[src/hdl/core_ctrl_pkg.sv]
package core_ctrl_pkg;

    // ------------------------------
    // Interrupts
    // ------------------------------

    localparam int IRQ_NUM  = 32;
    localparam int IRQ_ID_W = $clog2(IRQ_NUM);

    typedef logic [IRQ_NUM-1:0]  irq_vec_t;
    typedef logic [IRQ_ID_W-1:0] irq_id_t;

    // ------------------------------
    // Control register map
    // ------------------------------

    localparam logic [31:0] CTRL_BASE = 32'h1000_0000;
    // Address bits below this select inside the register window
    localparam int CTRL_WIN_W = 12;

    // Word offset inside the window
    typedef logic [CTRL_WIN_W-3:0] reg_ofs_t;

    localparam reg_ofs_t REG_BOOT_ADDR = reg_ofs_t'(0);
    localparam reg_ofs_t REG_FETCH_EN  = reg_ofs_t'(1);
    localparam reg_ofs_t REG_IRQ_MASK  = reg_ofs_t'(2);

    // ------------------------------
    // Fetch unit
    // ------------------------------

    // Buffered words plus reads in flight
    localparam int FETCH_DEPTH = 2;
    typedef logic [$clog2(FETCH_DEPTH+1)-1:0] fetch_cnt_t;

    typedef enum logic {
        IDLE,
        RUN
    } fetch_state_e;

endpackage : core_ctrl_pkg

[src/hdl/obi_pkg.sv]
package obi_pkg;

    // ------------------------------
    // Bus widths
    // ------------------------------

    localparam int ADDR_W = 32;
    localparam int DATA_W = 32;
    // One enable per byte lane
    localparam int BE_W   = DATA_W / 8;

    // Shared memory size in words
    localparam int RAM_WORDS = 1024;
    localparam int RAM_AW    = $clog2(RAM_WORDS);

    typedef logic [ADDR_W-1:0] addr_t;
    typedef logic [DATA_W-1:0] data_t;
    typedef logic [BE_W-1:0]   be_t;
    // Word index into the memory array
    typedef logic [RAM_AW-1:0] ram_idx_t;

    // ------------------------------
    // OBI request and response
    // ------------------------------

    // Requester side, fields held until gnt
    typedef struct packed {
        logic  req;
        logic  we;
        be_t   be;
        addr_t addr;
        data_t wdata;
    } obi_req_t;

    // Target side, one rvalid per granted request
    typedef struct packed {
        logic  gnt;
        logic  rvalid;
        data_t rdata;
    } obi_rsp_t;

    // Fetch requests are read only
    typedef struct packed {
        logic  req;
        addr_t addr;
    } instr_req_t;

endpackage : obi_pkg
[src/hdl/core_cntrl_regs.sv]
`timescale 1ns/1ps

module core_cntrl_regs
    import obi_pkg::*;
    import core_ctrl_pkg::*;
(
    input  logic     clk_i,
    input  logic     rst_n_i,
    // External data bus
    input  obi_req_t bus_req_i,
    output obi_rsp_t bus_rsp_o,
    // Everything outside the register window
    output obi_req_t mem_req_o,
    input  obi_rsp_t mem_rsp_i,
    // Steering for fetcher and interrupt block
    output addr_t    boot_addr_o,
    output logic     fetch_en_o,
    output irq_vec_t irq_mask_o
);

    logic     sel_reg;
    logic     reg_acc;
    reg_ofs_t reg_ofs;
    data_t    reg_rdata;
    data_t    reg_rdata_q;
    logic     reg_rvalid_q;
    addr_t    boot_addr_q;
    logic     fetch_en_q;
    irq_vec_t irq_mask_q;

    // Merge write data into a register per byte lane
    function automatic data_t be_merge(data_t old_val, data_t new_val, be_t be);
        data_t res;
        res = old_val;
        for (int b = 0; b < BE_W; b++) begin
            if (be[b]) begin
                res[8*b +: 8] = new_val[8*b +: 8];
            end
        end
        return res;
    endfunction

    // ------------------------------
    // Address decode
    // ------------------------------

    assign sel_reg = (bus_req_i.addr[ADDR_W-1:CTRL_WIN_W] == CTRL_BASE[ADDR_W-1:CTRL_WIN_W]);
    assign reg_ofs = bus_req_i.addr[CTRL_WIN_W-1:2];
    assign reg_acc = bus_req_i.req & sel_reg;

    // Pass through unchanged, request masked off for register hits
    always_comb begin
        mem_req_o     = bus_req_i;
        mem_req_o.req = bus_req_i.req & ~sel_reg;
    end

    // Read mux, unmapped offsets read zero
    always_comb begin
        case (reg_ofs)
            REG_BOOT_ADDR: reg_rdata = boot_addr_q;
            REG_FETCH_EN:  reg_rdata = data_t'(fetch_en_q);
            REG_IRQ_MASK:  reg_rdata = irq_mask_q;
            default:       reg_rdata = '0;
        endcase
    end

    // ------------------------------
    // Registers
    // ------------------------------

    always_ff @(posedge clk_i) begin
        if (!rst_n_i) begin
            boot_addr_q  <= '0;
            fetch_en_q   <= 1'b0;
            irq_mask_q   <= '1;
            reg_rvalid_q <= 1'b0;
        end else begin
            reg_rvalid_q <= reg_acc;
            if (reg_acc && bus_req_i.we) begin
                case (reg_ofs)
                    REG_BOOT_ADDR: boot_addr_q <= be_merge(boot_addr_q, bus_req_i.wdata,
                                                           bus_req_i.be);
                    REG_FETCH_EN: begin
                        if (bus_req_i.be[0]) begin
                            fetch_en_q <= bus_req_i.wdata[0];
                        end
                    end
                    REG_IRQ_MASK:  irq_mask_q <= be_merge(irq_mask_q, bus_req_i.wdata,
                                                          bus_req_i.be);
                    default: ;
                endcase
            end
        end
    end

    // Read data sampled at grant
    always_ff @(posedge clk_i) begin
        if (reg_acc) begin
            reg_rdata_q <= reg_rdata;
        end
    end

    assign boot_addr_o = boot_addr_q;
    assign fetch_en_o  = fetch_en_q;
    assign irq_mask_o  = irq_mask_q;

    // ------------------------------
    // Response
    // ------------------------------

    // Both targets answer one cycle after grant, never in the same cycle
    always_comb begin
        bus_rsp_o.gnt    = sel_reg ? bus_req_i.req : mem_rsp_i.gnt;
        bus_rsp_o.rvalid = reg_rvalid_q | mem_rsp_i.rvalid;
        bus_rsp_o.rdata  = reg_rvalid_q ? reg_rdata_q : mem_rsp_i.rdata;
    end

    // Memory only answers what was forwarded to it the cycle before
    a_mem_rvalid_fwd : assert property (@(posedge clk_i) disable iff (!rst_n_i)
        mem_rsp_i.rvalid |-> $past(mem_req_o.req && mem_rsp_i.gnt));

endmodule : core_cntrl_regs

[config.mk]
export PLATFORM = sky130hd
export DESIGN_NAME = core_cntrl_regs
export DESIGN_NICKNAME = d
export VERILOG_FILES = /design/src/hdl/core_ctrl_pkg.sv /design/src/hdl/obi_pkg.sv /design/src/hdl/core_cntrl_regs.sv
export SDC_FILE = /design/constraint.sdc
export NUM_CORES = 1
export LEC_CHECK = 0
export BUFFER_PORTS_ARGS = -buffer_cell sky130_fd_sc_hd__buf_2
export CAP_MARGIN = 25
export CORE_ASPECT_RATIO = 1.75
export CORE_MARGIN = 10
export CORE_UTILIZATION = 46
export DETAILED_ROUTE_END_ITERATION = 10
export MAX_ROUTING_LAYER = met4
export PLACE_DENSITY = 0.89
export REMOVE_ABC_BUFFERS = 1
export SETUP_SLACK_MARGIN = 0.1
export SLEW_MARGIN = 20
export SYNTH_ARGS = -nofsm -noshare
export SYNTH_HDL_FRONTEND = slang
export SYNTH_SLANG_ARGS = --single-unit
[constraint.sdc]
create_clock -name clk_i -period 3.4 [get_ports clk_i]
set_input_delay 0.17 -clock clk_i [delete_from_list [all_inputs] [get_ports clk_i]]
set_output_delay 0.17 -clock clk_i [all_outputs]
set_load 0.05 [all_outputs]
Word level (Yosys, flattened, before mapping)
Cells that the tools add are included.

Register bits after elaboration: 98. Logic and storage cells: 32. Bits of input ports: 106. Output and inout port bits: 169.

Muxes and demuxes: 3. Eq/ne operators: 3. Reductions and logical operators: 11. Bitwise operators: 4.

Operators with widths (count): case mux 32 bit (3 select lines) (1); 2-to-1 mux 32 bit (1); AND reduction 3 bit (9); == test 20 x 17 -> 1 bit, second input constant (1); == test 10 x 1 -> 1 bit, second input constant (1); == test 10 x 2 -> 1 bit, second input constant (1); zero test 10 bit (1); bitwise AND 1 bit (2); logical AND 1 bit (1); 2-to-1 mux 1 bit (1); inverter 1 bit (1); OR 1 bit (1).

Longest topological paths before layout
Depth in word-level cells: 4. Mapped depth: 6. Depth with buffers taken out: 4.

Worst setup path before layout
OpenSTA, ideal clock, no wires.

Path kind: input -> register. Start: input port bus_req_i[59] in the netlist's numbering. End: register reg_rdata_q[0] (enable). Buffers on the path: 2. Setup time: 421 ps. Required time: 2979 ps. Arrival time: 2556 ps. Stages: 5. Setup slack: 422 ps. Cells stage by stage: nor4b_1 nand3_1 clkbuf_1 clkbuf_1 nor2_1.

Cells in the longest elaborated chain, start to end: 2.

RTL lines: start: declaration (RTL line core_cntrl_regs.sv:10) `input obi_req_t bus_req_i,`; == test 20 x 17 -> 1 bit (RTL line core_cntrl_regs.sv:47) `assign sel_reg = (bus_req_i.addr[ADDR_W-1:CTRL_WIN_W] == CTRL_BASE[ADDR_W-1:CTRL_WIN_W]);`; bitwise AND 1 bit (RTL line core_cntrl_regs.sv:49) `assign reg_acc = bus_req_i.req & sel_reg;`; named net reg_acc (RTL line core_cntrl_regs.sv:22) `logic reg_acc;`; end signal: assignment (RTL line core_cntrl_regs.sv:99) `reg_rdata_q <= reg_rdata;`; end: declaration (RTL line core_cntrl_regs.sv:25) `data_t reg_rdata_q;`.

The timed path passes the listed nets, and every way through them passes these cells. A chain may end at the register's enable or synchronous reset.

Worst setup path after layout
Start: input port bus_req_i[43] in the netlist's numbering. End: register irq_mask_q[22] (netlist: irq_mask_o[22]).

Cells in the longest elaborated chain, start to end: 2.

RTL lines: == test 10 x 2 -> 1 bit (RTL line core_cntrl_regs.sv:80) `case (reg_ofs)`; AND reduction 3 bit (no source line); end signal: assignment (RTL line core_cntrl_regs.sv:88) `REG_IRQ_MASK: irq_mask_q <= be_merge(irq_mask_q, bus_req_i.wdata,`; end: declaration (RTL line core_cntrl_regs.sv:29) `irq_vec_t irq_mask_q;`.

Every way passes these cells.

==> impl_metrics.toml <==
[logic_synthesis]
ys_seq_area_share_pct = 43.3
ys_top_cells_by_area = "dfxtp_1 25%, edfxtp_1 18%, buf_4 9.8%"
synth_top_family_by_area = "compound AO/OA/AOI/OAI gates"
synthCells = 525
synth_simple_gate_area_share_pct = 12.7
synth_fa_ha_area_share_pct = 0
synth-compound-area-share_pct = 23.4
avgSynthCellArea_um2 = 10.1
synth_xor_xnor_area_share_pct = 0
synth.distinct_cells = 36
ys_async_sr_fraction_pct = 0
synth-seq-cells = 98
yosys.area.top_type = "dfxtp_1"
netlist_area_um2 = 5280
synth_ff_type = "dfxtp_1"
synth_edf_count = 32
synth-warning-count = 0
netlist.area_leader.share_pct = 25.0
synth.area.mux_share_pct = 6.83

[layout]
nets = 802
fin_cells = 833
mostFrequentLayoutCells = "270 x buf_2, 65 x dfxtp_1, 37 x nand2_1, 37 x nand4_1, 33 x a21oi_1"
layout-drive-gt1-share_pct = 48.9
diodes = 0
syn_to_final_growth_pct = 23.7
final_common_cell = "buf_2"
utilization_pct = 58.4

[power_and_ir_drop]
p_per_area_nw_per_um2 = 426
peakVddDrop_v = 0.000308
cellLeakagePower_uw = 0.00255
power.total_uw = 2780

[route]
wl_per_cell_um = 22.9
via_per_inst = 6.09
drtIter0Drc = 228
drc = 0
vias = 5071
wirelength_um = 19100
final_antenna_net_count = 0
first_pass_iters = 5

[timing]
hold_violations = 0
period_share_pct = 64.8
skew_ns = 0.00663
fmax_mhz = 454
rsz0062_at_grt = "no"
setup_viol = 0
worst_pin_slew_ns = 0.832
fin_crit_ns = 2.20
hold_slack_ns = 0.106
maxSlewViolCount = 0
timing.final.ws_setup_ns = 1.20
slew-limit-headroom_pct = 44.5

[min_path]
min_path_type = "input port to flip-flop"
whs_path_depth = 3

[placement]
portBuffers = 270
place_inst = 817
dpl.hpwl_um = 14100
gp_congestion = 0.820
pre_cts_ws_ns = 0.836

[critical_path]
crit_type = "input port to flip-flop"
slowest_delay_ns = 0.80
arrival_ns = 2.45
start_kind = "input port"
crit_buf_inv = 1
ff2ff_path_depth = 3
slowest_stage = "or4_1"
crit_fanout = 32
crit_family = "simple AND/OR/NAND/NOR gates"
cp.depth = 5
crit_chain = "buf_2 > or4_1 > nor4b_4 > nand3_2 > o211ai_1"
end_kind = "flip-flop"
crit_required_ns = 3.65

[floorplan]
core_area_um2 = 11200
num_rows = 51
initial_core_util_pct = 47.2
die_h_um = 162
ios = 275
die_w_um = 101
die_area_um2 = 16300

[clocking]
cts_buffers = 9
clock_latency_ns = 0.34
clkSinkCount = 98
path_clk_slew_ns = 0.07
clock_path_buffers = 2
cts_resized = 0
postCtsHoldBufs = 0
cts-root-buf = "clkbuf_16"
cts_tree = "done"
post_cts_buffers = 0
htree_levels = 3

[global_route]
grt_util_all_layers_pct = 22.8
grt_overflow = 0
antenna_found_initial = 0
grt_max_degree = 70
grt_pass1_wl_um = 29100
grt_pass1_vias = 5471

[flow_run]
drv_cap = 0

[run_status]
status = "finished, final reports clean"
## logic make-up (layout without fill, tap and decap cells)
family | after synthesis | count (layout)
AO/OA/AOI/OAI | 165 | 165
buffers and inverters | 123 | 299
flip-flops | 98 | 98
multiplexers | 32 | 32
AND/OR/NAND/NOR | 107 | 107
## cells in the mapped netlist (2+ instances only)
library cell  instances
buf_4                69
dfxtp_1              66
clkbuf_1             41
nand2_1              37
nand4_1              37
a21oi_1              33
edfxtp_1             32
mux2_2               32
o211ai_1             32
o31ai_1              32
o41ai_1              32
a22o_1               31
buf_2                 9
nor4_1                6
and2_1                4
nor4_4                4
and3_1                2
buf_1                 2
nand3_1               2
nor2_1                2
nor3_1                2
nor4_2                2
o21ai_0               2
or4_1                 2
## where the power goes
group / switching [µW] / total, µW / internal [µW] / leakage, µW
clock network: 437 / 1120 / 686 / 0.000163
registers: 0.000188 / 1200 / 1200 / 0.000759
logic: 346 / 458 / 112 / 0.00162
## through the flow
stage | TNS (ns) | area, µm²
final | 0 | 6530
after detailed placement | 0 | 6190
after CTS | 0 | 6530
after floorplan | -23.62 | 4550
after global routing | 0 | 6530
after global placement | 0 | 6170
## final cells by class
cell class | instances | area, µm²
well taps | 132 | 165
flip-flops and latches | 98 | 2280
clock buffers | 12 | 256
fillers | 974 | 4640
clock inverters | 4 | 73.8
repair buffers | 281 | 1450
multi-input cells | 304 | 2280
inverters | 2 | 7.51
## worst register-to-register path, delay by kind of cell (launching register included)
family | cells | cell delay [ns]
DFF | 1 | 0.34
and+or+nand+nor | 1 | 0.38
buffers and inverters | 1 | 0.06
AOI/OAI and AO/OA | 1 | 0.18
## state kept, by name (all words and copies together), names as in the netlist
| signal | cells |
|---|---|
| reg_rdata_q | 32 |
| boot_addr_o | 32 |
| fetch_en_o | 1 |
| reg_rvalid_q | 1 |
| irq_mask_o | 32 |
## path summary, 6_finish.rpt
| path | from | end | slack (ns) |
|---|---|---|---|
| setup / recovery | bus_req_i[43] | irq_mask_o[22] | 1.20 |
| hold / removal | bus_req_i[17] | boot_addr_o[17] | 0.11 |
| setup reg to reg | fetch_en_o | reg_rdata_q[0] | 2.32 |
| hold reg to reg | boot_addr_o[26] | boot_addr_o[26] | 0.48 |
## metal layers
| layer | up-vias | global-route usage, % | wire length (µm) |
|---|---|---|---|
| met1 | 2423 | 23.8 | 7010 |
| li1 | 2339 | - | - |
| met3 | 40 | 4.59 | 1220 |
| met4 | 0 | 9.99 | 568 |
| met2 | 269 | 40.1 | 10300 |
| met5 | - | - | 0 |
(Power assumes the default switching activity.)
