==> src/hdl/core_ctrl_pkg.sv <==
package core_ctrl_pkg;

    // ------------------------------
    // Interrupts
    // ------------------------------

    localparam int IRQ_NUM  = 32;
    localparam int IRQ_ID_W = $clog2(IRQ_NUM);

    typedef logic [IRQ_NUM-1:0]  irq_vec_t;
    typedef logic [IRQ_ID_W-1:0] irq_id_t;

    // ------------------------------
    // Control register map
    // ------------------------------

    localparam logic [31:0] CTRL_BASE = 32'h1000_0000;
    // Address bits below this select inside the register window
    localparam int CTRL_WIN_W = 12;

    // Word offset inside the window
    typedef logic [CTRL_WIN_W-3:0] reg_ofs_t;

    localparam reg_ofs_t REG_BOOT_ADDR = reg_ofs_t'(0);
    localparam reg_ofs_t REG_FETCH_EN  = reg_ofs_t'(1);
    localparam reg_ofs_t REG_IRQ_MASK  = reg_ofs_t'(2);

    // ------------------------------
    // Fetch unit
    // ------------------------------

    // Buffered words plus reads in flight
    localparam int FETCH_DEPTH = 2;
    typedef logic [$clog2(FETCH_DEPTH+1)-1:0] fetch_cnt_t;

    typedef enum logic {
        IDLE,
        RUN
    } fetch_state_e;

endpackage : core_ctrl_pkg

==> src/hdl/irq_merge.sv <==
`timescale 1ns/1ps

module irq_merge
    import core_ctrl_pkg::*;
(
    input  logic     clk_i,
    input  logic     rst_n_i,
    // Two interrupt sources
    input  irq_vec_t irq_a_i,
    input  irq_vec_t irq_b_i,
    input  irq_vec_t irq_mask_i,
    // Core side
    output logic     irq_o,
    output irq_id_t  irq_id_o,
    input  logic     irq_ack_i
);

    irq_vec_t src;
    irq_vec_t src_q;
    irq_vec_t pend_q;
    irq_vec_t active;
    irq_vec_t clr;

    // ------------------------------
    // Merge and latch
    // ------------------------------

    assign src = irq_a_i | irq_b_i;

    // Line served by the current ack
    assign clr = irq_ack_i ? (irq_vec_t'(1) << irq_id_o) : '0;

    // Rising edges set pending, so a line still held high after ack stays cleared
    always_ff @(posedge clk_i) begin
        if (!rst_n_i) begin
            src_q  <= '0;
            pend_q <= '0;
        end else begin
            src_q  <= src;
            pend_q <= (pend_q & ~clr) | (src & ~src_q);
        end
    end

    // ------------------------------
    // Mask and priority
    // ------------------------------

    assign active = pend_q & irq_mask_i;
    assign irq_o  = |active;

    // Highest index wins
    always_comb begin
        irq_id_o = '0;
        for (int i = 0; i < IRQ_NUM; i++) begin
            if (active[i]) begin
                irq_id_o = irq_id_t'(i);
            end
        end
    end

    // Core acks only a request it has seen
    a_ack_with_irq : assert property (@(posedge clk_i) disable iff (!rst_n_i)
        irq_ack_i |-> irq_o);

endmodule : irq_merge

==> config.mk <==
export PLATFORM = sky130hd
export DESIGN_NAME = irq_merge
export DESIGN_NICKNAME = d
export VERILOG_FILES = /design/src/hdl/core_ctrl_pkg.sv /design/src/hdl/irq_merge.sv
export SDC_FILE = /design/constraint.sdc
export NUM_CORES = 1
export LEC_CHECK = 0
export BUFFER_PORTS_ARGS = -buffer_cell sky130_fd_sc_hd__buf_4
export CORE_MARGIN = 4
export CORE_UTILIZATION = 50
export DETAILED_ROUTE_END_ITERATION = 10
export MAX_ROUTING_LAYER = met4
export PLACE_DENSITY_LB_ADDON = 0.05
export SLEW_MARGIN = 25
export SYNTH_ARGS = -nofsm -noshare
export SYNTH_HDL_FRONTEND = slang
export SYNTH_SLANG_ARGS = --single-unit
==> constraint.sdc <==
create_clock -name clk_i -period 3.01 [get_ports clk_i]
set_input_delay 0.602 -clock clk_i [delete_from_list [all_inputs] [get_ports clk_i]]
set_output_delay 0.602 -clock clk_i [all_outputs]
set_load 0.03 [all_outputs]
[Word level (Yosys, flattened, before mapping)]
Cells that the tools add are included.
Storage, ports and cells
  word-level logic and storage cells: 43
  output and inout port bits: 6
  flip-flop bits (word level): 64
Operators by class
  bitwise logic cells: 7
  shifts and indexed selects: 1
  reductions and logical operators: 1
  multiplexer cells: 32
Operators with widths (number)
  $mux W5: 30
  $and A32 B32 Y32: 3
  $not A32 Y32: 2
  $or A32 B32 Y32: 2
  $mux W32: 1
  $reduce_or A32 Y1: 1
  $shl A1 B5 Y32 const A: 1
  $mux W1: 1

[Longest topological paths before layout]
Gate-level depths: netlist of the first run.
  depth after elaboration: 37
  mapped depth: 8
  depth with buffers taken out: 7

[Worst setup path after synthesis of the first run]
Ideal clock, no wire load.
  path kind: input -> output
  start point: input irq_mask_i[14]
  end point: output irq_id_o[0]
  setup slack: 0.617 ns
  arrival: 1.791 ns
  required time: 2.408 ns
  stages on the path: 5
  path through: nand2_1 a32o_1 a21o_1 a211oi_4 nor2_1
Between the ends
  longest elaborated chain between the ends: 19
Ends and longest elaborated chain
  start: declaration: RTL line irq_merge.sv:11  | input irq_vec_t irq_mask_i,
  $and A32 B32 Y32: RTL line irq_merge.sv:48  | assign active = pend_q & irq_mask_i;
  $mux W5 (18 in a row): RTL line irq_merge.sv:55  | if (active[i]) begin
  end: declaration: RTL line irq_merge.sv:14  | output irq_id_t irq_id_o,
No other way between the ends.

[Worst setup path after layout of the first run]
  start point: register pend_q[24]
  end point: output irq_id_o[0]
Between the ends
  longest elaborated chain between the ends: 9
Ends and longest elaborated chain
  start: declaration: RTL line irq_merge.sv:20  | irq_vec_t pend_q;
  start signal: assignment: RTL line irq_merge.sv:40  | pend_q <= (pend_q & ~clr) | (src & ~src_q);
  $and A32 B32 Y32: RTL line irq_merge.sv:48
  $mux W5 (8 in a row): RTL line irq_merge.sv:55
No other way between the ends.

==> results of run 1 <==
## power by group
part / internal (mW) / switching, mW / total (mW)
registers: 0.991 / 0.145 / 1.14
logic: 0.392 / 0.565 / 0.957
clock network: 0.425 / 0.310 / 0.735
## area by class of cell
class | instances | area share, %
Clock buffer | 13 | 3.922
Clock inverter | 3 | 0.9883
Inverter | 31 | 2.934
Multi-Input combinational cell | 261 | 38.30
Sequential cell | 64 | 31.62
Tap cell | 72 | 2.224
Timing Repair Buffer | 108 | 20.01
## state kept, by name, summed over array words and instances (netlist names)
signal  count
src_q      32
pend_q     32
## Yosys cell counts, types with 5 or more instances
library cell  count
a211oi_1          6
a22o_1            8
a22oi_1          25
a32o_1            5
clkbuf_1          6
dfxtp_1          64
inv_1            30
nand2_1          56
nand3_1           6
nor2_1           43
nor4_1            7
o211ai_1          6
o21ai_0          14
o21ai_1          13
o22ai_1          14
or3_1             9
## routing by layer
metal	part of all wire [%]	track usage (%)	up-vias
met1	43	30.45	1467
li1	-	-	1563
met5	0	-	-
met2	47	38.91	132
met4	2.1	8.489	0
met3	7.6	6.408	19
## worst register-to-register path: cells and delay by family, from the launching register on
kind / cells / cell delay [ns]
buffers and inverters: 1 / 0.20
AOI/OAI and AO/OA: 4 / 1.13
and+or+nand+nor: 1 / 0.41
DFF: 1 / 0.34
## cells by family after synthesis
kind of cell,share of synthesized area (%)
flops,42.79
buf+inv,5.391
compound gates,30.42
simple gates,21.40
## how the worst min path moves through the flow
stage | slack (ns) | from | depth (start not counted) | to
after global placement | 0.41 | src_q[19]$_SDFF_PN0_ | 1 | pend_q[19]$_SDFF_PN0_
after CTS | 0.43 | src_q[23]$_SDFF_PN0_ | 1 | pend_q[23]$_SDFF_PN0_
after floorplan | 0.41 | src_q[10]$_SDFF_PN0_ | 1 | pend_q[10]$_SDFF_PN0_
final | 0.43 | src_q[2]$_SDFF_PN0_ | 1 | pend_q[2]$_SDFF_PN0_
after detailed placement | 0.42 | src_q[2]$_SDFF_PN0_ | 1 | pend_q[2]$_SDFF_PN0_
after global routing | 0.44 | src_q[19]$_SDFF_PN0_ | 1 | pend_q[19]$_SDFF_PN0_
## per-stage QoR
| stage | utilization, % | power [mW] | cell area (µm²) |
|---|---|---|---|
| 2_1_floorplan | - | 1.739 | 2994 |
| 3_3_place_gp | 68.29 | 2.070 | 3852 |
| 3_5_place_dp | 68.29 | 2.090 | 3852 |
| 4_1_cts | 71.81 | 2.825 | 4051 |
| 5_1_grt | 71.81 | 2.986 | 4051 |
| 6_report | 71.81 | 2.829 | 4051 |
==> summary.txt, run 1 <==
Finish
  • Diodes inserted: 0
  • Multi-input logic area: around 1600 µm²
  • Share of cells above drive strength 1: 27.50%
  • Layout net count: between 500 and 600
  • Register area: 1281 µm²
  • Most common cell after layout, fill and taps aside: buf_4
  • Fillers: between 400 and 500
  • Highest-count cells in the layout ignoring fill and taps: buf_4 (108), dfxtp_1 (64), nand2_1 (56), nor2_1 (43), inv_1 (30)
  • Non-filler instance count after layout: 552
  • Area growth syn-to-layout: 35.31%

Die
  • Initial core utilization: between 50% and 60%
  • Core area: around 5600 µm²
  • IO Pins: between 100 and 150
  • Die height: 85.39 µm
  • Die area: 7291 µm²
  • Die Wd: 85.39 µm
  • Number of cell rows: 27

CTS
  • CTS sink cnt: 64
  • Clk slew on worst S/H paths: ~0.07 ns
  • H-tree level count: 3
  • Root buf cell: clkbuf_8
  • CTS tree: yes
  • Clock insertion delay at the later pin of the skew report: about 0.34 ns
  • TritonCTS Buffers: 9
  • CTS Hold Bufs: 0
  • Post-CTS Setup Bufs: 0
  • CTS resizes: 0
  • CTS max path bufs: 2

Place
  • Post-place setup slack: between 0.4 and 0.5 ns
  • HPWL after DPL: about 6600 µm
  • PortBufs: 104
  • Gpl congestion: approximately 0.96
  • Dpl cells: ~540

Timing
  • Fin crit period: roughly 2.8 ns
  • Max-slew violations: 0
  • RSZ-0062 raised after global routing: no
  • Final hold viol count: 0
  • Period utilisation layout: 91.95%
  • Headroom to the max-slew limit: 64.05%
  • Setup TNS: 0 ns
  • Fmax: about 360 MHz
  • Final setup viols: 0
  • Slew @ Worst Pin: 0.5357 ns
  • PnR worst setup slack: between 0.2 and 0.25 ns
  • WHS: between 0.4 and 0.5 ns
  • Worst Skew: roughly 0.0074 ns

Setup path
  • Critical path arrival: ~2.2 ns
  • Worst r2r dst: pend_q[21]$_SDFF_PN0_
  • CP Launch Type: flop
  • Crit-path slowest cell: o21ai_1
  • CP top delay family: compound AO/OA/AOI/OAI gates
  • Worst EP required: between 2 and 2.5 ns
  • Setup CP Type: flop to output port
  • Critical Path Source: pend_q[24]$_SDFF_PN0_
  • Setup slack, reg-to-reg: 0.80 ns
  • CP Max Fanout: 5
  • Worst setup endpoint: irq_id_o[0]
  • CP max stage delay: 0.52 ns
  • Worst reg2reg path depth: 6
  • FF-to-FF Start: pend_q[11]$_SDFF_PN0_
  • Crit. End Element: output port
  • Buf/Inv on CP: 1
  • Crit path depth: 6
  • Critical Path, Cell by Cell: nand2_1, a32oi_1, o2111ai_2, o21ai_1, nor2_1, buf_4

Drt
  • Vias: 3181
  • Initial DRC count: between 200 and 250
  • Number of remaining DRC errors: 0
  • Post-Route WL: 8786 µm
  • Final antenna-violating net count: 0
  • Drt pass-1 iters: 5
  • Via-to-Cell Ratio: 5.763
  • Mean routed wirelength per cell: between 15 and 20 µm

Global route
  • Global route total overflow: 0
  • Global-route wire length before repair: 13830 µm
  • Global Route Usage Sum: 24.64%
  • Vias in the first global route: ~3000
  • Antenna violations before repair: 0
  • Largest net degree at the start of global routing: 45

Logic synthesis
  • Number of synthesis warnings: 0
  • Synth area leaders: dfxtp_1 (43%), nand2_1 (7.0%), a22oi_1 (6.3%)
  • Top cell type's share of synthesized area: between 40% and 50%
  • Most used DFF post-synth: dfxtp_1
  • Post-Syn Nets: 465
  • Area leader, netlist: dfxtp_1
  • Synthesized instance count: about 370
  • Asr flop ratio synth: 0%
  • Post-synth EDFFs: 0
  • Mapped cell area: roughly 3000 µm²
  • Mean Syn Cell Area: a little over 8 µm²
  • Seq/Total Area, Yosys: 42.79%
  • Library cells used by synthesis: between 40 and 50
  • Seq cells post-synth: 64

Flow run
  • Max-cap check violation count: 0

Status
  • Status: completed

Hold path
  • Hold Path Class: flop to flop

Power and ir drop
  • Maximum vdd drop: 373.6 µV
  • Pwr dens: between 600 and 700 nW/µm²
  • Lkg Pwr: 1.839 nW
No activity file was read; power rests on OpenSTA's default activity.
==> run 2: changes to the inputs <==
ABC_CLOCK_PERIOD_IN_PS = 3010   (was not set)
CORE_MARGIN = 1.5   (was 4)
==> run 2 against run 1 <==
- combinational power down 0.8%
- worst setup slack better by 0.12 ns
- routed wire length decreased by 5.1%
- via count decreased by 1.5%
- power fell by 1.0%
- largest cell class unchanged
==> summary.txt, run 2 (synthesized netlist as in run 1, its figures left out) <==
Hold path
  • Hold Path Class: flop to flop
  • Hold depth: 1
  • Hold wc startpoint: src_q[10]$_SDFF_PN0_

Power and ir drop
  • Pwr dens: 692.6 nW/µm²
  • Overall power: 2.800 mW
  • Maximum vdd drop: 565.0 µV
  • Lkg Pwr: around 1.8 nW

Die
  • Core area: between 5000 and 6000 µm²
  • IO Pins: ~110
  • Die Wd: 80.39 µm
  • Die height: roughly 80 µm
  • Die area: ~6500 µm²
  • Initial core utilization: between 50% and 60%
  • Number of cell rows: 28

Place
  • HPWL after DPL: roughly 6400 µm
  • Dpl cells: between 500 and 600
  • PortBufs: 104
  • Gpl congestion: 0.9204

CTS
  • CTS max path bufs: 2
  • TritonCTS Buffers: 9
  • CTS sink cnt: 64
  • Root buf cell: clkbuf_8
  • CTS resizes: 0
  • CTS tree: yes
  • Clock insertion delay at the later pin of the skew report: ~0.34 ns
  • H-tree level count: 3
  • Clk slew on worst S/H paths: roughly 0.070 ns
  • Post-CTS Setup Bufs: 0
  • CTS Hold Bufs: 0

Drt
  • Mean routed wirelength per cell: roughly 15 µm
  • Post-Route WL: between 8000 and 9000 µm
  • Vias: 3133
  • Initial DRC count: 270
  • Final antenna-violating net count: 0
  • Number of remaining DRC errors: 0
  • Via-to-Cell Ratio: roughly 5.7
  • Drt pass-1 iters: 5

Finish
  • Fillers: between 400 and 500
  • Highest-count cells in the layout ignoring fill and taps: buf_4 (108), dfxtp_1 (64), nand2_1 (56), nor2_1 (43), inv_1 (30)
  • Multi-input logic area: approximately 1600 µm²
  • Register area: roughly 1300 µm²
  • Layout net count: 574
  • Post-Route Utilization: about 70%
  • Diodes inserted: 0
  • Top flop regs: pend_q (32), src_q (32)
  • Non-filler instance count after layout: 554
  • Share of cells above drive strength 1: between 20 and 30%
  • Area growth syn-to-layout: 35.02%
  • Most common cell after layout, fill and taps aside: buf_4

Timing
  • Period utilisation layout: slightly below 90%
  • Headroom to the max-slew limit: 68.85%
  • Setup TNS: 0 ns
  • Final setup viols: 0
  • Slew @ Worst Pin: between 0.4 and 0.5 ns
  • Fmax: ~380 MHz
  • Fin crit period: about 2.6 ns
  • WHS: about 0.43 ns
  • Final hold viol count: 0
  • Worst Skew: approximately 0.0077 ns
  • RSZ-0062 raised after global routing: no
  • Max-slew violations: 0

Flow run
  • Max-cap check violation count: 0

Setup path
  • Critical path arrival: just over 2 ns
  • CP Max Fanout: 5
  • Crit. End Element: output port
  • Setup CP Type: flop to output port
  • Worst r2r dst: pend_q[7]$_SDFF_PN0_
  • Worst reg2reg path depth: 6
  • Worst EP required: roughly 2.4 ns
  • Worst setup endpoint: irq_id_o[0]
  • Critical Path Source: pend_q[24]$_SDFF_PN0_
  • CP Launch Type: flop
  • FF-to-FF Start: pend_q[28]$_SDFF_PN0_
  • Setup slack, reg-to-reg: around 0.79 ns

Global route
  • Global Route Usage Sum: 27.48%
  • Vias in the first global route: around 2800
  • Largest net degree at the start of global routing: 45
  • Antenna violations before repair: 0
  • Global route total overflow: 0
  • Global-route wire length before repair: about 13000 µm

Status
  • Status: completed
[run 2: changes by cell type in the layout (fill, tap and decap cells not counted), sizes merged]
cell,previous run,this run
clkinv,2,3
clkbuf,13,11
[run 2: worst min path at each step]
stage | to | slack [ns]
after floorplan | pend_q[10]$_SDFF_PN0_ | 0.41
after global placement | pend_q[23]$_SDFF_PN0_ | 0.41
after detailed placement | pend_q[10]$_SDFF_PN0_ | 0.42
after CTS | pend_q[10]$_SDFF_PN0_ | 0.43
after global routing | pend_q[2]$_SDFF_PN0_ | 0.43
final | pend_q[10]$_SDFF_PN0_ | 0.43
[run 2: stage by stage]
step | setup slack (ns) | cell area, µm²
floorplan | 0.6168 | 2994
global placement | 0.4503 | 3856
detailed placement | 0.4354 | 3856
CTS | 0.3685 | 4043
global route | 0.2081 | 4043
finish | 0.3609 | 4043
[run 2: area by class of cell]
class	instances	area share (%)
Sequential cell	64	31.69
Timing Repair Buffer	108	20.06
Multi-Input combinational cell	261	38.38
Clock buffer	11	3.497
Tap cell	75	2.321
Inverter	31	2.940
Clock inverter	4	1.114
[run 2: power by group]
group | internal, mW | switching, mW
registers | 0.991 | 0.144
logic | 0.392 | 0.557
clock network | 0.396 | 0.319
[run 2: metal layers]
metal	GRT usage, %	vias up	wire [µm]
li1	-	1563	-
met1	33.64	1401	3477
met2	43.78	153	3968
met3	7.159	16	748
met4	9.655	0	142
met5	-	-	0
[run 2: worst max-delay path, stage by stage, from the launching register on]
cell,delay [ns]
dfxtp_1,0.38
nand2_1,0.12
a32oi_1,0.25
o2111ai_2,0.22
o21ai_1,0.46
nor2_1,0.10
buf_4,0.19
