**config.mk**
```make
export PLATFORM = sky130hd
export DESIGN_NAME = instr_fetcher
export DESIGN_NICKNAME = d
export VERILOG_FILES = /design/src/hdl/core_ctrl_pkg.sv /design/src/hdl/obi_pkg.sv /design/src/hdl/instr_fetcher.sv
export SDC_FILE = /design/constraint.sdc
export NUM_CORES = 1
export LEC_CHECK = 0
export ABC_CLOCK_PERIOD_IN_PS = 3600
export BUFFER_PORTS_ARGS = -buffer_cell sky130_fd_sc_hd__buf_4
export CORE_UTILIZATION = 42
export CTS_CLUSTER_DIAMETER = 150
export DETAILED_ROUTE_END_ITERATION = 8
export HOLD_SLACK_MARGIN = 0.05
export PLACE_DENSITY = 0.66
export SYNTH_ARGS = -nofsm -noshare
export SYNTH_HDL_FRONTEND = slang
export SYNTH_SLANG_ARGS = --single-unit
```
**constraint.sdc**
```tcl
create_clock -name clk_i -period 3.6 [get_ports clk_i]
set_clock_uncertainty 0.1 [all_clocks]
set_input_delay 0.18 -clock clk_i [delete_from_list [all_inputs] [get_ports clk_i]]
set_output_delay 0.18 -clock clk_i [all_outputs]
set_load 0.005 [all_outputs]
```
**src/hdl/core_ctrl_pkg.sv**
```systemverilog
package core_ctrl_pkg;

    // ------------------------------
    // Interrupts
    // ------------------------------

    localparam int IRQ_NUM  = 32;
    localparam int IRQ_ID_W = $clog2(IRQ_NUM);

    typedef logic [IRQ_NUM-1:0]  irq_vec_t;
    typedef logic [IRQ_ID_W-1:0] irq_id_t;

    // ------------------------------
    // Control register map
    // ------------------------------

    localparam logic [31:0] CTRL_BASE = 32'h1000_0000;
    // Address bits below this select inside the register window
    localparam int CTRL_WIN_W = 12;

    // Word offset inside the window
    typedef logic [CTRL_WIN_W-3:0] reg_ofs_t;

    localparam reg_ofs_t REG_BOOT_ADDR = reg_ofs_t'(0);
    localparam reg_ofs_t REG_FETCH_EN  = reg_ofs_t'(1);
    localparam reg_ofs_t REG_IRQ_MASK  = reg_ofs_t'(2);

    // ------------------------------
    // Fetch unit
    // ------------------------------

    // Buffered words plus reads in flight
    localparam int FETCH_DEPTH = 2;
    typedef logic [$clog2(FETCH_DEPTH+1)-1:0] fetch_cnt_t;

    typedef enum logic {
        IDLE,
        RUN
    } fetch_state_e;

endpackage : core_ctrl_pkg

```
**src/hdl/obi_pkg.sv**
```systemverilog
package obi_pkg;

    // ------------------------------
    // Bus widths
    // ------------------------------

    localparam int ADDR_W = 32;
    localparam int DATA_W = 32;
    // One enable per byte lane
    localparam int BE_W   = DATA_W / 8;

    // Shared memory size in words
    localparam int RAM_WORDS = 1024;
    localparam int RAM_AW    = $clog2(RAM_WORDS);

    typedef logic [ADDR_W-1:0] addr_t;
    typedef logic [DATA_W-1:0] data_t;
    typedef logic [BE_W-1:0]   be_t;
    // Word index into the memory array
    typedef logic [RAM_AW-1:0] ram_idx_t;

    // ------------------------------
    // OBI request and response
    // ------------------------------

    // Requester side, fields held until gnt
    typedef struct packed {
        logic  req;
        logic  we;
        be_t   be;
        addr_t addr;
        data_t wdata;
    } obi_req_t;

    // Target side, one rvalid per granted request
    typedef struct packed {
        logic  gnt;
        logic  rvalid;
        data_t rdata;
    } obi_rsp_t;

    // Fetch requests are read only
    typedef struct packed {
        logic  req;
        addr_t addr;
    } instr_req_t;

endpackage : obi_pkg
```
**src/hdl/instr_fetcher.sv**
```systemverilog
`timescale 1ns/1ps

module instr_fetcher
    import obi_pkg::*;
    import core_ctrl_pkg::*;
(
    input  logic       clk_i,
    input  logic       rst_n_i,
    input  addr_t      boot_addr_i,
    input  logic       fetch_en_i,
    // Instruction bus
    output instr_req_t mem_req_o,
    input  obi_rsp_t   mem_rsp_i,
    // Fetched word stream
    output data_t      instr_o,
    output addr_t      pc_o,
    output logic       instr_valid_o,
    input  logic       instr_ready_i
);

    // One buffered fetch result
    typedef struct packed {
        data_t word;
        addr_t pc;
    } fetch_ent_t;

    fetch_state_e               state_q;
    fetch_state_e               state_d;
    addr_t                      req_pc_q;
    addr_t                      rsp_pc_q;
    fetch_cnt_t                 inflight_q;
    fetch_cnt_t                 cnt_q;
    logic [$bits(fetch_cnt_t):0] occ;
    logic                       room;
    logic                       start;
    logic                       req_fire;
    logic                       push;
    logic                       pop;
    fetch_ent_t                 buf_q [FETCH_DEPTH];
    logic                       wr_ptr_q;
    logic                       rd_ptr_q;

    // ------------------------------
    // Request side
    // ------------------------------

    // Buffer slots are reserved at request time
    assign occ  = {1'b0, cnt_q} + {1'b0, inflight_q};
    assign room = (occ < FETCH_DEPTH);

    always_comb begin
        mem_req_o.req  = (state_q == RUN) && room;
        mem_req_o.addr = req_pc_q;
    end

    assign req_fire = mem_req_o.req & mem_rsp_i.gnt;
    assign push     = mem_rsp_i.rvalid;
    assign pop      = instr_valid_o & instr_ready_i;

    // Restart waits for old reads to drain so response PCs line up
    assign start = (state_q == IDLE) && fetch_en_i && (inflight_q == '0);

    always_comb begin
        state_d = state_q;
        case (state_q)
            IDLE: begin
                if (start) begin
                    state_d = RUN;
                end
            end
            RUN: begin
                // Never drop a request that is still waiting for gnt
                if (!fetch_en_i && (!mem_req_o.req || mem_rsp_i.gnt)) begin
                    state_d = IDLE;
                end
            end
            default: state_d = IDLE;
        endcase
    end

    always_ff @(posedge clk_i) begin
        if (!rst_n_i) begin
            state_q    <= IDLE;
            inflight_q <= '0;
            cnt_q      <= '0;
            wr_ptr_q   <= 1'b0;
            rd_ptr_q   <= 1'b0;
            req_pc_q   <= '0;
            rsp_pc_q   <= '0;
        end else begin
            state_q    <= state_d;
            inflight_q <= inflight_q + fetch_cnt_t'(req_fire) - fetch_cnt_t'(push);
            cnt_q      <= cnt_q + fetch_cnt_t'(push) - fetch_cnt_t'(pop);
            if (push) begin
                wr_ptr_q <= ~wr_ptr_q;
                rsp_pc_q <= rsp_pc_q + addr_t'(4);
            end
            if (pop) begin
                rd_ptr_q <= ~rd_ptr_q;
            end
            // Both PCs restart from the boot address
            if (start) begin
                req_pc_q <= boot_addr_i;
                rsp_pc_q <= boot_addr_i;
            end else if (req_fire) begin
                req_pc_q <= req_pc_q + addr_t'(4);
            end
        end
    end

    // ------------------------------
    // Output buffer
    // ------------------------------

    always_ff @(posedge clk_i) begin
        if (push) begin
            buf_q[wr_ptr_q] <= '{word: mem_rsp_i.rdata, pc: rsp_pc_q};
        end
    end

    assign instr_valid_o = (cnt_q != '0);
    assign instr_o       = buf_q[rd_ptr_q].word;
    assign pc_o          = buf_q[rd_ptr_q].pc;

    // Slots held across request, response and stream never overflow
    a_occ_max : assert property (@(posedge clk_i) disable iff (!rst_n_i)
        occ <= FETCH_DEPTH);

endmodule : instr_fetcher

```
-- After elaboration in Yosys (flattened, before gate mapping)
Memories as Yosys holds them, arrays and structs flattened. A register that Yosys moved wholly into a read port is not among the register bits.
Index checks and enable logic that the tools add are counted.
- word-level logic and storage cells: 43
- bits of input ports: 70
- bits in registers: 71
- bits in writable memories: 128
- memories kept: 1
- output and inout port bits: 98
- memories (memory ; words ; width ; rd ports ; clocked after memory_dff ; write ports ; line ; text):
    buf_q ; 2 ; 64 ; 1 ; 1 ; 1 ; instr_fetcher.sv:39 ; fetch_ent_t buf_q [FETCH_DEPTH];
- reduce and logical (&&, ||, !) cells: 11
- add/sub/neg operators: 7
- $lt $le $gt $ge: 1
- bitwise gates (word level): 5
- multiplexer cells: 11
- operators with widths (operator ; count):
    $mux W32 ; 4
    $add A32 B3 Y32 const B ; 2
    $mux W1 ; 6
    $reduce_bool A2 Y1 ; 3
    $add A2 B1 Y2 ; 2
    $logic_and A1 B1 Y1 ; 4
    $sub A2 B1 Y2 ; 2
    $add A2 B2 Y3 ; 1
    $lt A3 B2 Y1 const B ; 1
    $not A1 Y1 ; 3
    $and A1 B1 Y1 ; 2
    $logic_not A1 Y1 ; 2
    $logic_not A2 Y1 ; 1
    $pmux W1 S2 ; 1
    $logic_or A1 B1 Y1 ; 1

-- Depth between registers and ports, before layout
Gate-level depths: netlist of the first run.
- depth in word-level cells: 8
- depth in mapped cells: 10
- depth with buffers taken out: 9

-- Worst setup path after synthesis of the first run
Ideal clock, no wire load.
- path kind: input to register
- start point: in mem_rsp_i[32] (netlist bit)
- end point: mem buf_q[0][0] (netlist bit), enable pin
- slack: -381 ps
- required time: 3005 ps
- stages on the path: 2
- path buffers: 1
- arrival time: 3387 ps
- setup time: 495 ps
- cells stage by stage: clkbuf_1 > nor2b_1
- word-level cells in the longest chain between the ends: 2
- RTL lines (what ; line ; text):
    start, declared ; instr_fetcher.sv:13 ; input obi_rsp_t mem_rsp_i,
    $mux W1 ; instr_fetcher.sv:116 ; if (push) begin
    $mux W1 (not written as such) ; instr_fetcher.sv:117 ; buf_q[wr_ptr_q] <= '{word: mem_rsp_i.rdata, pc: rsp_pc_q};
    end, declared ; instr_fetcher.sv:39 ;
Every way passes these cells.

-- Final worst setup path of the first run
- start point: reg inflight_q[0]
- end point: reg req_pc_q[16]
- word-level cells in the longest chain between the ends: 5
- elaborated cells between the ends (all ways): 8
- classes of those cells: add/sub (1); order compare (1); mux (1); bitwise (1); reduce/logical (4)
- RTL lines (what ; line ; text):
    start, declared ; instr_fetcher.sv:31 ; fetch_cnt_t inflight_q;
    start signal, assigned ; instr_fetcher.sv:92 ; inflight_q <= inflight_q + fetch_cnt_t'(req_fire) - fetch_cnt_t'(push);
    $add A2 B2 Y3 ; instr_fetcher.sv:48 ; assign occ = {1'b0, cnt_q} + {1'b0, inflight_q};
    $lt A3 B2 Y1 ; instr_fetcher.sv:49 ; assign room = (occ < FETCH_DEPTH);
    $logic_and A1 B1 Y1 ; instr_fetcher.sv:52 ; mem_req_o.req = (state_q == RUN) && room;
    $and A1 B1 Y1 ; instr_fetcher.sv:56 ; assign req_fire = mem_req_o.req & mem_rsp_i.gnt;
    $reduce_bool A2 Y1 (no source line) ; n/a ;
    end signal, assigned ; instr_fetcher.sv:103 ; req_pc_q <= boot_addr_i;
    end signal, assigned ; instr_fetcher.sv:106 ; req_pc_q <= req_pc_q + addr_t'(4);
    end, declared ; instr_fetcher.sv:29 ; addr_t req_pc_q;
Parallel ways exist; a longest one is shown, timed or not.
A chain may end at the register's enable or synchronous reset.

==> out/results.ini, run 1 <==
[setup_path]
arrival_ns=3.06
worst_setup_path_end_kind=flip-flop
crit_fanout=5
cp-startpoint=inflight_q[0]
start_kind=flip-flop
max_stage_delay_ns=0.62
critical_path.cell_chain=and2_1 -> fa_1 -> or3b_1 -> or4_1 -> or4_1 -> a31oi_1
worst-r2r-cell-count=6
path_class=flip-flop to flip-flop
r2r_start=inflight_q[0]
critPathRequiredTime_ns=3.86
crit_path_top_delay_cell=or4_1
path_common_cell=or4_1

[outcome]
run_status=finished, final reports clean

[pwr]
power_mw=6.32
power_leakage_nw=3.94
ir_drop_uv=396
cellPowerDensity_mw_per_mm2=574

[timing]
max_freq_mhz=356
timing.final.crit_period_ns=2.81
setup_viol=0
post-route-period-util_pct=78.0
relSlewSlack_pct=37.9
tns_ns=0
finalHoldViolCount=0
rsz0062_at_grt=false
worst_pin_slew_ns=0.923
maxSlewViolCount=0

[run]
max_cap_violations=0

[die]
die_w_microns=144
die_area_sq_mm=0.0207
die_h_microns=144
top_level_ports=168
core_sq_mm=0.0196
start_util_pct=43.1
core.rowCount=51

[clock_network]
insertion_delay_ns=0.43
cts_buffer_depth=2
clkTransAtPathRegs_ns=0.08
htreeDepth=4
cts-hold-fix-buffers=49
cts_tree=yes
cts_resized=0
root_buffer=clkbuf_16
cts.sinks=200
cts-buffers-inserted=17
cts_setup_buffers=0

[finish]
area_growth_pct=30.4
nNetsFinal=952
multi_input_area_sq_mm=0.00297
design_area_sq_mm=0.0110
antenna_cells=0
fillCellCount=1676
drive_above_1_share_pct=31.4
regArea_sq_mm=0.00529
fin_util_pct=56.2

[logic_synthesis]
seq_area_frac_synth_pct=62.6
async_flop_share_pct=0
ys_warn_count=0
synth_area_per_cell_sq_um=12.6
ys_top_cells_by_area=edfxtp_1 (46%), dfxtp_1 (17%), mux2_2 (8.5%), o21ai_0 (2.4%), xnor2_1 (2.1%)
syn-num-nets=748
synth_top_area_share_pct=45.6
synth_edf_count=128
syn_inst=671
ys_types=46
synth_top_flop_cell=edfxtp_1
yosysTopAreaCell=edfxtp_1
syn_area_sq_mm=0.00844
synth-seq-cells=200

[grt]
grt_pass1_wl_microns=29800
grt_pass1_vias=5817
grt.overflow.total=0
grt_max_degree=71
grt_usage_pct=19.0
antenna_found_initial=0

[placement]
gp_congestion=0.877
dp.final_hpwl_microns=12300
dpl-instance-area_sq_mm=0.00996
io_buffers=167

[route]
drt_first_iter_violations=382
wl_per_cell_microns=16.7
firstDrtPassIters=4
wirelength_microns=19200
ant_nets=0
vias=6219
vias_per_cell=5.39
drc=0

[min_path]
min_from=mem_rsp_i[32]
hold_class=input pin to flip-flop
hold_depth=3

## report_power, final
part           internal, mW  leakage [nW]  switching, mW
clock                 0.944         0.278          0.853
sequential             2.74          1.81          0.272
combinational         0.836          1.85          0.673
total                  4.52          3.94           1.80
## per-layer routing
| layer | global-route usage, % | routed length, microns | up-vias |
|---|---|---|---|
| met5 | 0 | 0 | - |
| met3 | 3.90 | 1310 | 21 |
| met1 | 26.6 | 9160 | 2965 |
| met4 | 7.39 | 300 | 0 |
| li1 | - | - | 2996 |
| met2 | 28.7 | 8470 | 237 |
## flip-flops by register name (all words and copies together) (netlist names), named ones only
signal / count
buf_q: 128
req_pc_q: 32
rsp_pc_q: 32
cnt_q: 2
inflight_q: 2
rd_ptr_q: 1
state_q: 1
wr_ptr_q: 1
## per-stage QoR
stage | hold slack [ns] | setup slack (ns) | cells
finish | 0.0688 | 0.791 | 1153
global route | 0.0788 | 0.617 | 1153
CTS | 0.0545 | 0.797 | 1153
detailed placement | 0.268 | 0.800 | 1072
global placement | 0.264 | 0.841 | 1072
floorplan | 0.179 | 0.846 | 671
## worst paths after layout
kind | endpoint | slack [ns]
worst max-delay path | req_pc_q[16] | 0.79
worst min-delay path | wr_ptr_q | 0.07
worst max register to register | req_pc_q[16] | 0.79
worst min register to register | req_pc_q[0] | 0.37
## cell type report
| cell class | instances | area share, % |
|---|---|---|
| Inverter | 15 | 0.512 |
| Sequential cell | 200 | 48.0 |
| Clock inverter | 13 | 0.921 |
| Timing Repair Buffer | 222 | 16.4 |
| Multi-Input combinational cell | 419 | 27.0 |
| Clock buffer | 19 | 4.13 |
| Tap cell | 265 | 3.01 |
## worst max-delay path: cells and delay by family, from the launching register on
| kind | cells | cell delay (ns) |
|---|---|---|
| adders and majority gates | 1 | 0.42 |
| DFF | 1 | 0.38 |
| AOI/OAI and AO/OA | 1 | 0.16 |
| and+or+nand+nor | 4 | 1.69 |
## logic make-up after synthesis
logic type | Yosys count | synth area share (%)
DFF | 200 | 62.6
and+or+nand+nor | 196 | 13.5
AOI/OAI and AO/OA | 127 | 9.22
muxes | 66 | 8.78
buffers and inverters | 52 | 2.33
xor gates and xnor gates | 23 | 2.39
adders and majority gates | 7 | 1.13
## synthesized netlist by cell type (all sizes together) (2+ instances only)
cell type,n
a211oi,10
a21bo,2
a21boi,5
a21oi,24
a311oi,2
a31oi,21
and2,12
and3,6
and4,11
buf,3
clkbuf,34
dfxtp,72
edfxtp,128
ha,6
inv,15
mux2,64
mux2i,2
nand2,34
nand3,15
nand4,21
nor2,15
nor2b,4
nor3,22
nor3b,5
nor4,13
o21a,3
o21ai,40
o31ai,16
or2,2
or3,9
or4,21
xnor2,20
xor2,3
## layout by cell type (no fill, tap or decap), drive strengths merged, types with 9 or more instances in the layout
cell type      n
a211oi        10
and2          12
clkbuf        19
xnor2         20
o21ai         40
nor2          15
dlygate4sd3   49
buf          173
nor4          13
nand2         34
or4           21
edfxtp       128
a31oi         21
or3            9
dfxtp         72
o31ai         16
nor3          22
mux2          64
nand4         21
nand3         15
inv           25
and4          11
a21oi         24
Note: power is estimated with default switching activity, not from simulation.
==> inputs of run 2 (changes only) <==
--- a/config.mk
+++ b/config.mk
@@ -5,13 +5,13 @@
 export SDC_FILE = /design/constraint.sdc
 export NUM_CORES = 1
 export LEC_CHECK = 0
-export ABC_CLOCK_PERIOD_IN_PS = 3600
+export ABC_AREA = 1
+export ABC_CLOCK_PERIOD_IN_PS = 2800
 export BUFFER_PORTS_ARGS = -buffer_cell sky130_fd_sc_hd__buf_4
 export CORE_UTILIZATION = 42
 export CTS_CLUSTER_DIAMETER = 150
 export DETAILED_ROUTE_END_ITERATION = 8
 export HOLD_SLACK_MARGIN = 0.05
-export PLACE_DENSITY = 0.66
 export SYNTH_ARGS = -nofsm -noshare
 export SYNTH_HDL_FRONTEND = slang
 export SYNTH_SLANG_ARGS = --single-unit
==> constraint.sdc (replaced) <==
create_clock -name clk_i -period 2.8 [get_ports clk_i]
set_clock_uncertainty 0.1 [all_clocks]
set_input_delay 0.14 -clock clk_i [delete_from_list [all_inputs] [get_ports clk_i]]
set_output_delay 0.14 -clock clk_i [all_outputs]
set_load 0.005 [all_outputs]
==> run 2 against run 1 <==
Non-clock buffer count rose by 26. Synthesized cell count up 50%. Sequential share of layout area shrank 4.9 points. Final cell count increased by 33%. Maximum frequency is 18% higher. Power grew 29%. Critical path depth grew 7. Clock-buffer cell count decreased by 1. First-iteration DRC count rose by 20%. Largest cell class unchanged. Highest routed layer unchanged.
==> out/results.ini, run 2 <==
[setup_path]
critPathRequiredTime_ns=3.03
path_common_cell=inv_1
path_class=flip-flop to flip-flop
crit_path_top_delay_cell=fa_1
start_kind=flip-flop
worst_setup_path_end_kind=flip-flop
max_stage_delay_ns=0.40
arrival_ns=2.61
crit_fanout=8
critical_path.cell_chain=nand2_1 -> inv_1 -> fa_1 -> inv_1 -> nand3_2 -> nor2_4 -> inv_2 -> ha_1 -> inv_1 -> ha_1 -> xor2_1 -> o21ai_0 -> a21oi_1

[logic_synthesis]
syn_area_sq_mm=0.00942
synth_edf_count=128
synth_top_flop_cell=edfxtp_1
ys_types=30
ys_warn_count=0
yosysMostFrequentCell=nand2_1
seq_area_frac_synth_pct=56.1
yosysTopAreaCell=edfxtp_1
syn-num-nets=1086
synth_common_cells=nand2_1 (246), edfxtp_1 (128), inv_1 (104)
synth-seq-cells=200
synth_top_area_share_pct=40.8
syn_inst=1009
synth_area_per_cell_sq_um=9.34
async_flop_share_pct=0
ys_top_cells_by_area=edfxtp_1 (41%), dfxtp_1 (15%), nand2_1 (9.8%), mux2_2 (7.7%), nand3_1 (4.4%)

[die]
core.rowCount=54
die_area_sq_mm=0.0230
top_level_ports=168
start_util_pct=43.0
die_h_microns=152
die_w_microns=152
core_sq_mm=0.0219

[clock_network]
cts_tree=yes
clkTransAtPathRegs_ns=0.08
htreeDepth=4
root_buffer=clkbuf_16
cts_resized=0
cts.sinks=200
cts-buffers-inserted=17
insertion_delay_ns=0.43
cts_buffer_depth=2

[timing]
relSlewSlack_pct=60.5
tns_ns=0
post-route-period-util_pct=85.1
rsz0062_at_grt=false
worst_pin_slew_ns=0.592
max_freq_mhz=420
finalHoldViolCount=0
timing.final.crit_period_ns=2.38
setup_slack_ns=0.417
setup_viol=0
hold_ws_ns=0.335
maxSlewViolCount=0

[grt]
antenna_found_initial=0
grt.overflow.total=0
grt_usage_pct=20.7
grt_pass1_wl_microns=36800
grt_pass1_vias=7145
grt_max_degree=65

[finish]
top_regs=buf_q (128), req_pc_q (32), rsp_pc_q (32)
top_register=buf_q
final_common_cell=nand2_1
antenna_cells=0
fillCellCount=2004
drive_above_1_share_pct=24.3
area_growth_pct=30.2
largest_reg_flops=128
fin_util_pct=56.0
instances_no_fill=1534
design_area_sq_mm=0.0123
final_cell_mix=nand2_1 (245), buf_4 (172), edfxtp_1 (128), inv_1 (103), nand3_1 (83)
nNetsFinal=1318

[placement]
placed_cells=1429
dpl-instance-area_sq_mm=0.0110
gp_congestion=0.851
io_buffers=167
dp.final_hpwl_microns=15400
dp_worst_setup_slack_ns=0.421

[outcome]
run_status=finished, final reports clean

[route]
drt_first_iter_violations=460
vias=7623
wl_per_cell_microns=15.2
ant_nets=0
firstDrtPassIters=5
drc=0
vias_per_cell=4.97
wirelength_microns=23300

[pwr]
cellPowerDensity_mw_per_mm2=665
power_leakage_nw=4.95
power_mw=8.16
ir_drop_uv=338

[run]
max_cap_violations=0

[min_path]
hold_class=input pin to flip-flop

run 2: cell types whose count changed after synthesis, sizes merged, moves of 26 or more:
cell and change:
inv +92, nand2 +217, a21oi +29, nand3 +69, nor2 +73, o21ai +26
run 2: repair_timing:
action | in CTS | in global routing
buffers inserted | 0 | 0
hold endpoints to repair | 133 | 0
hold buffers | 73 | 0
run 2: worst paths after layout:
kind | slack [ns] | start | depth (start not counted) | end
max | 0.42 | inflight_q[0] | 13 | inflight_q[1]
min | 0.34 | mem_rsp_i[21] | 2 | buf_q[0][53]
max reg2reg | 0.42 | inflight_q[0] | 13 | inflight_q[1]
min reg2reg | 0.37 | rd_ptr_q | 1 | rd_ptr_q
run 2: routing by layer:
layer / vias up / GRT usage (%) / routed length [microns]
met5: - / 0 / 0
met4: 0 / 6.49 / 367
met3: 28 / 3.35 / 1280
met2: 213 / 33.3 / 10400
met1: 3529 / 28.6 / 11300
li1: 3853 / - / -
run 2: power breakdown:
group          switching [mW]  total (mW)  internal, mW  leakage [nW]
clock network            1.19        2.37          1.18         0.279
registers               0.314        3.79          3.48          1.81
logic                   0.968        1.99          1.03          2.85
run 2: logic make-up (layout without fill, tap and decap cells):
family,count (synthesis),after routing,synth area share [%]
flip-flops,200,200,56.1
AND/OR/NAND/NOR,440,440,20.1
buffers and inverters,143,388,6.08
XOR/XNOR,6,6,0.558
AO/OA/AOI/OAI,149,149,8.49
adder cells (fa/ha/maj),7,7,1.01
multiplexers,64,64,7.65
run 2: critical path, delay by kind of cell, from the launching register on:
family,cells,cell delay (ns)
adder cells (fa/ha/maj),3,0.85
flip-flops,1,0.36
AND/OR/NAND/NOR,3,0.35
buffers and inverters,4,0.24
AO/OA/AOI/OAI,2,0.21
XOR/XNOR,1,0.15
run 2: cell type report:
type	instances	area (sq um)	share of cell area (%)
clock buffer	18	429	3.50
timing repair buffer	248	2080	17.0
clock inverter	14	136	1.11
sequential	200	5290	43.1
multi-input combinational	666	3570	29.1
inverter	108	405	3.31
tap	280	350	2.86
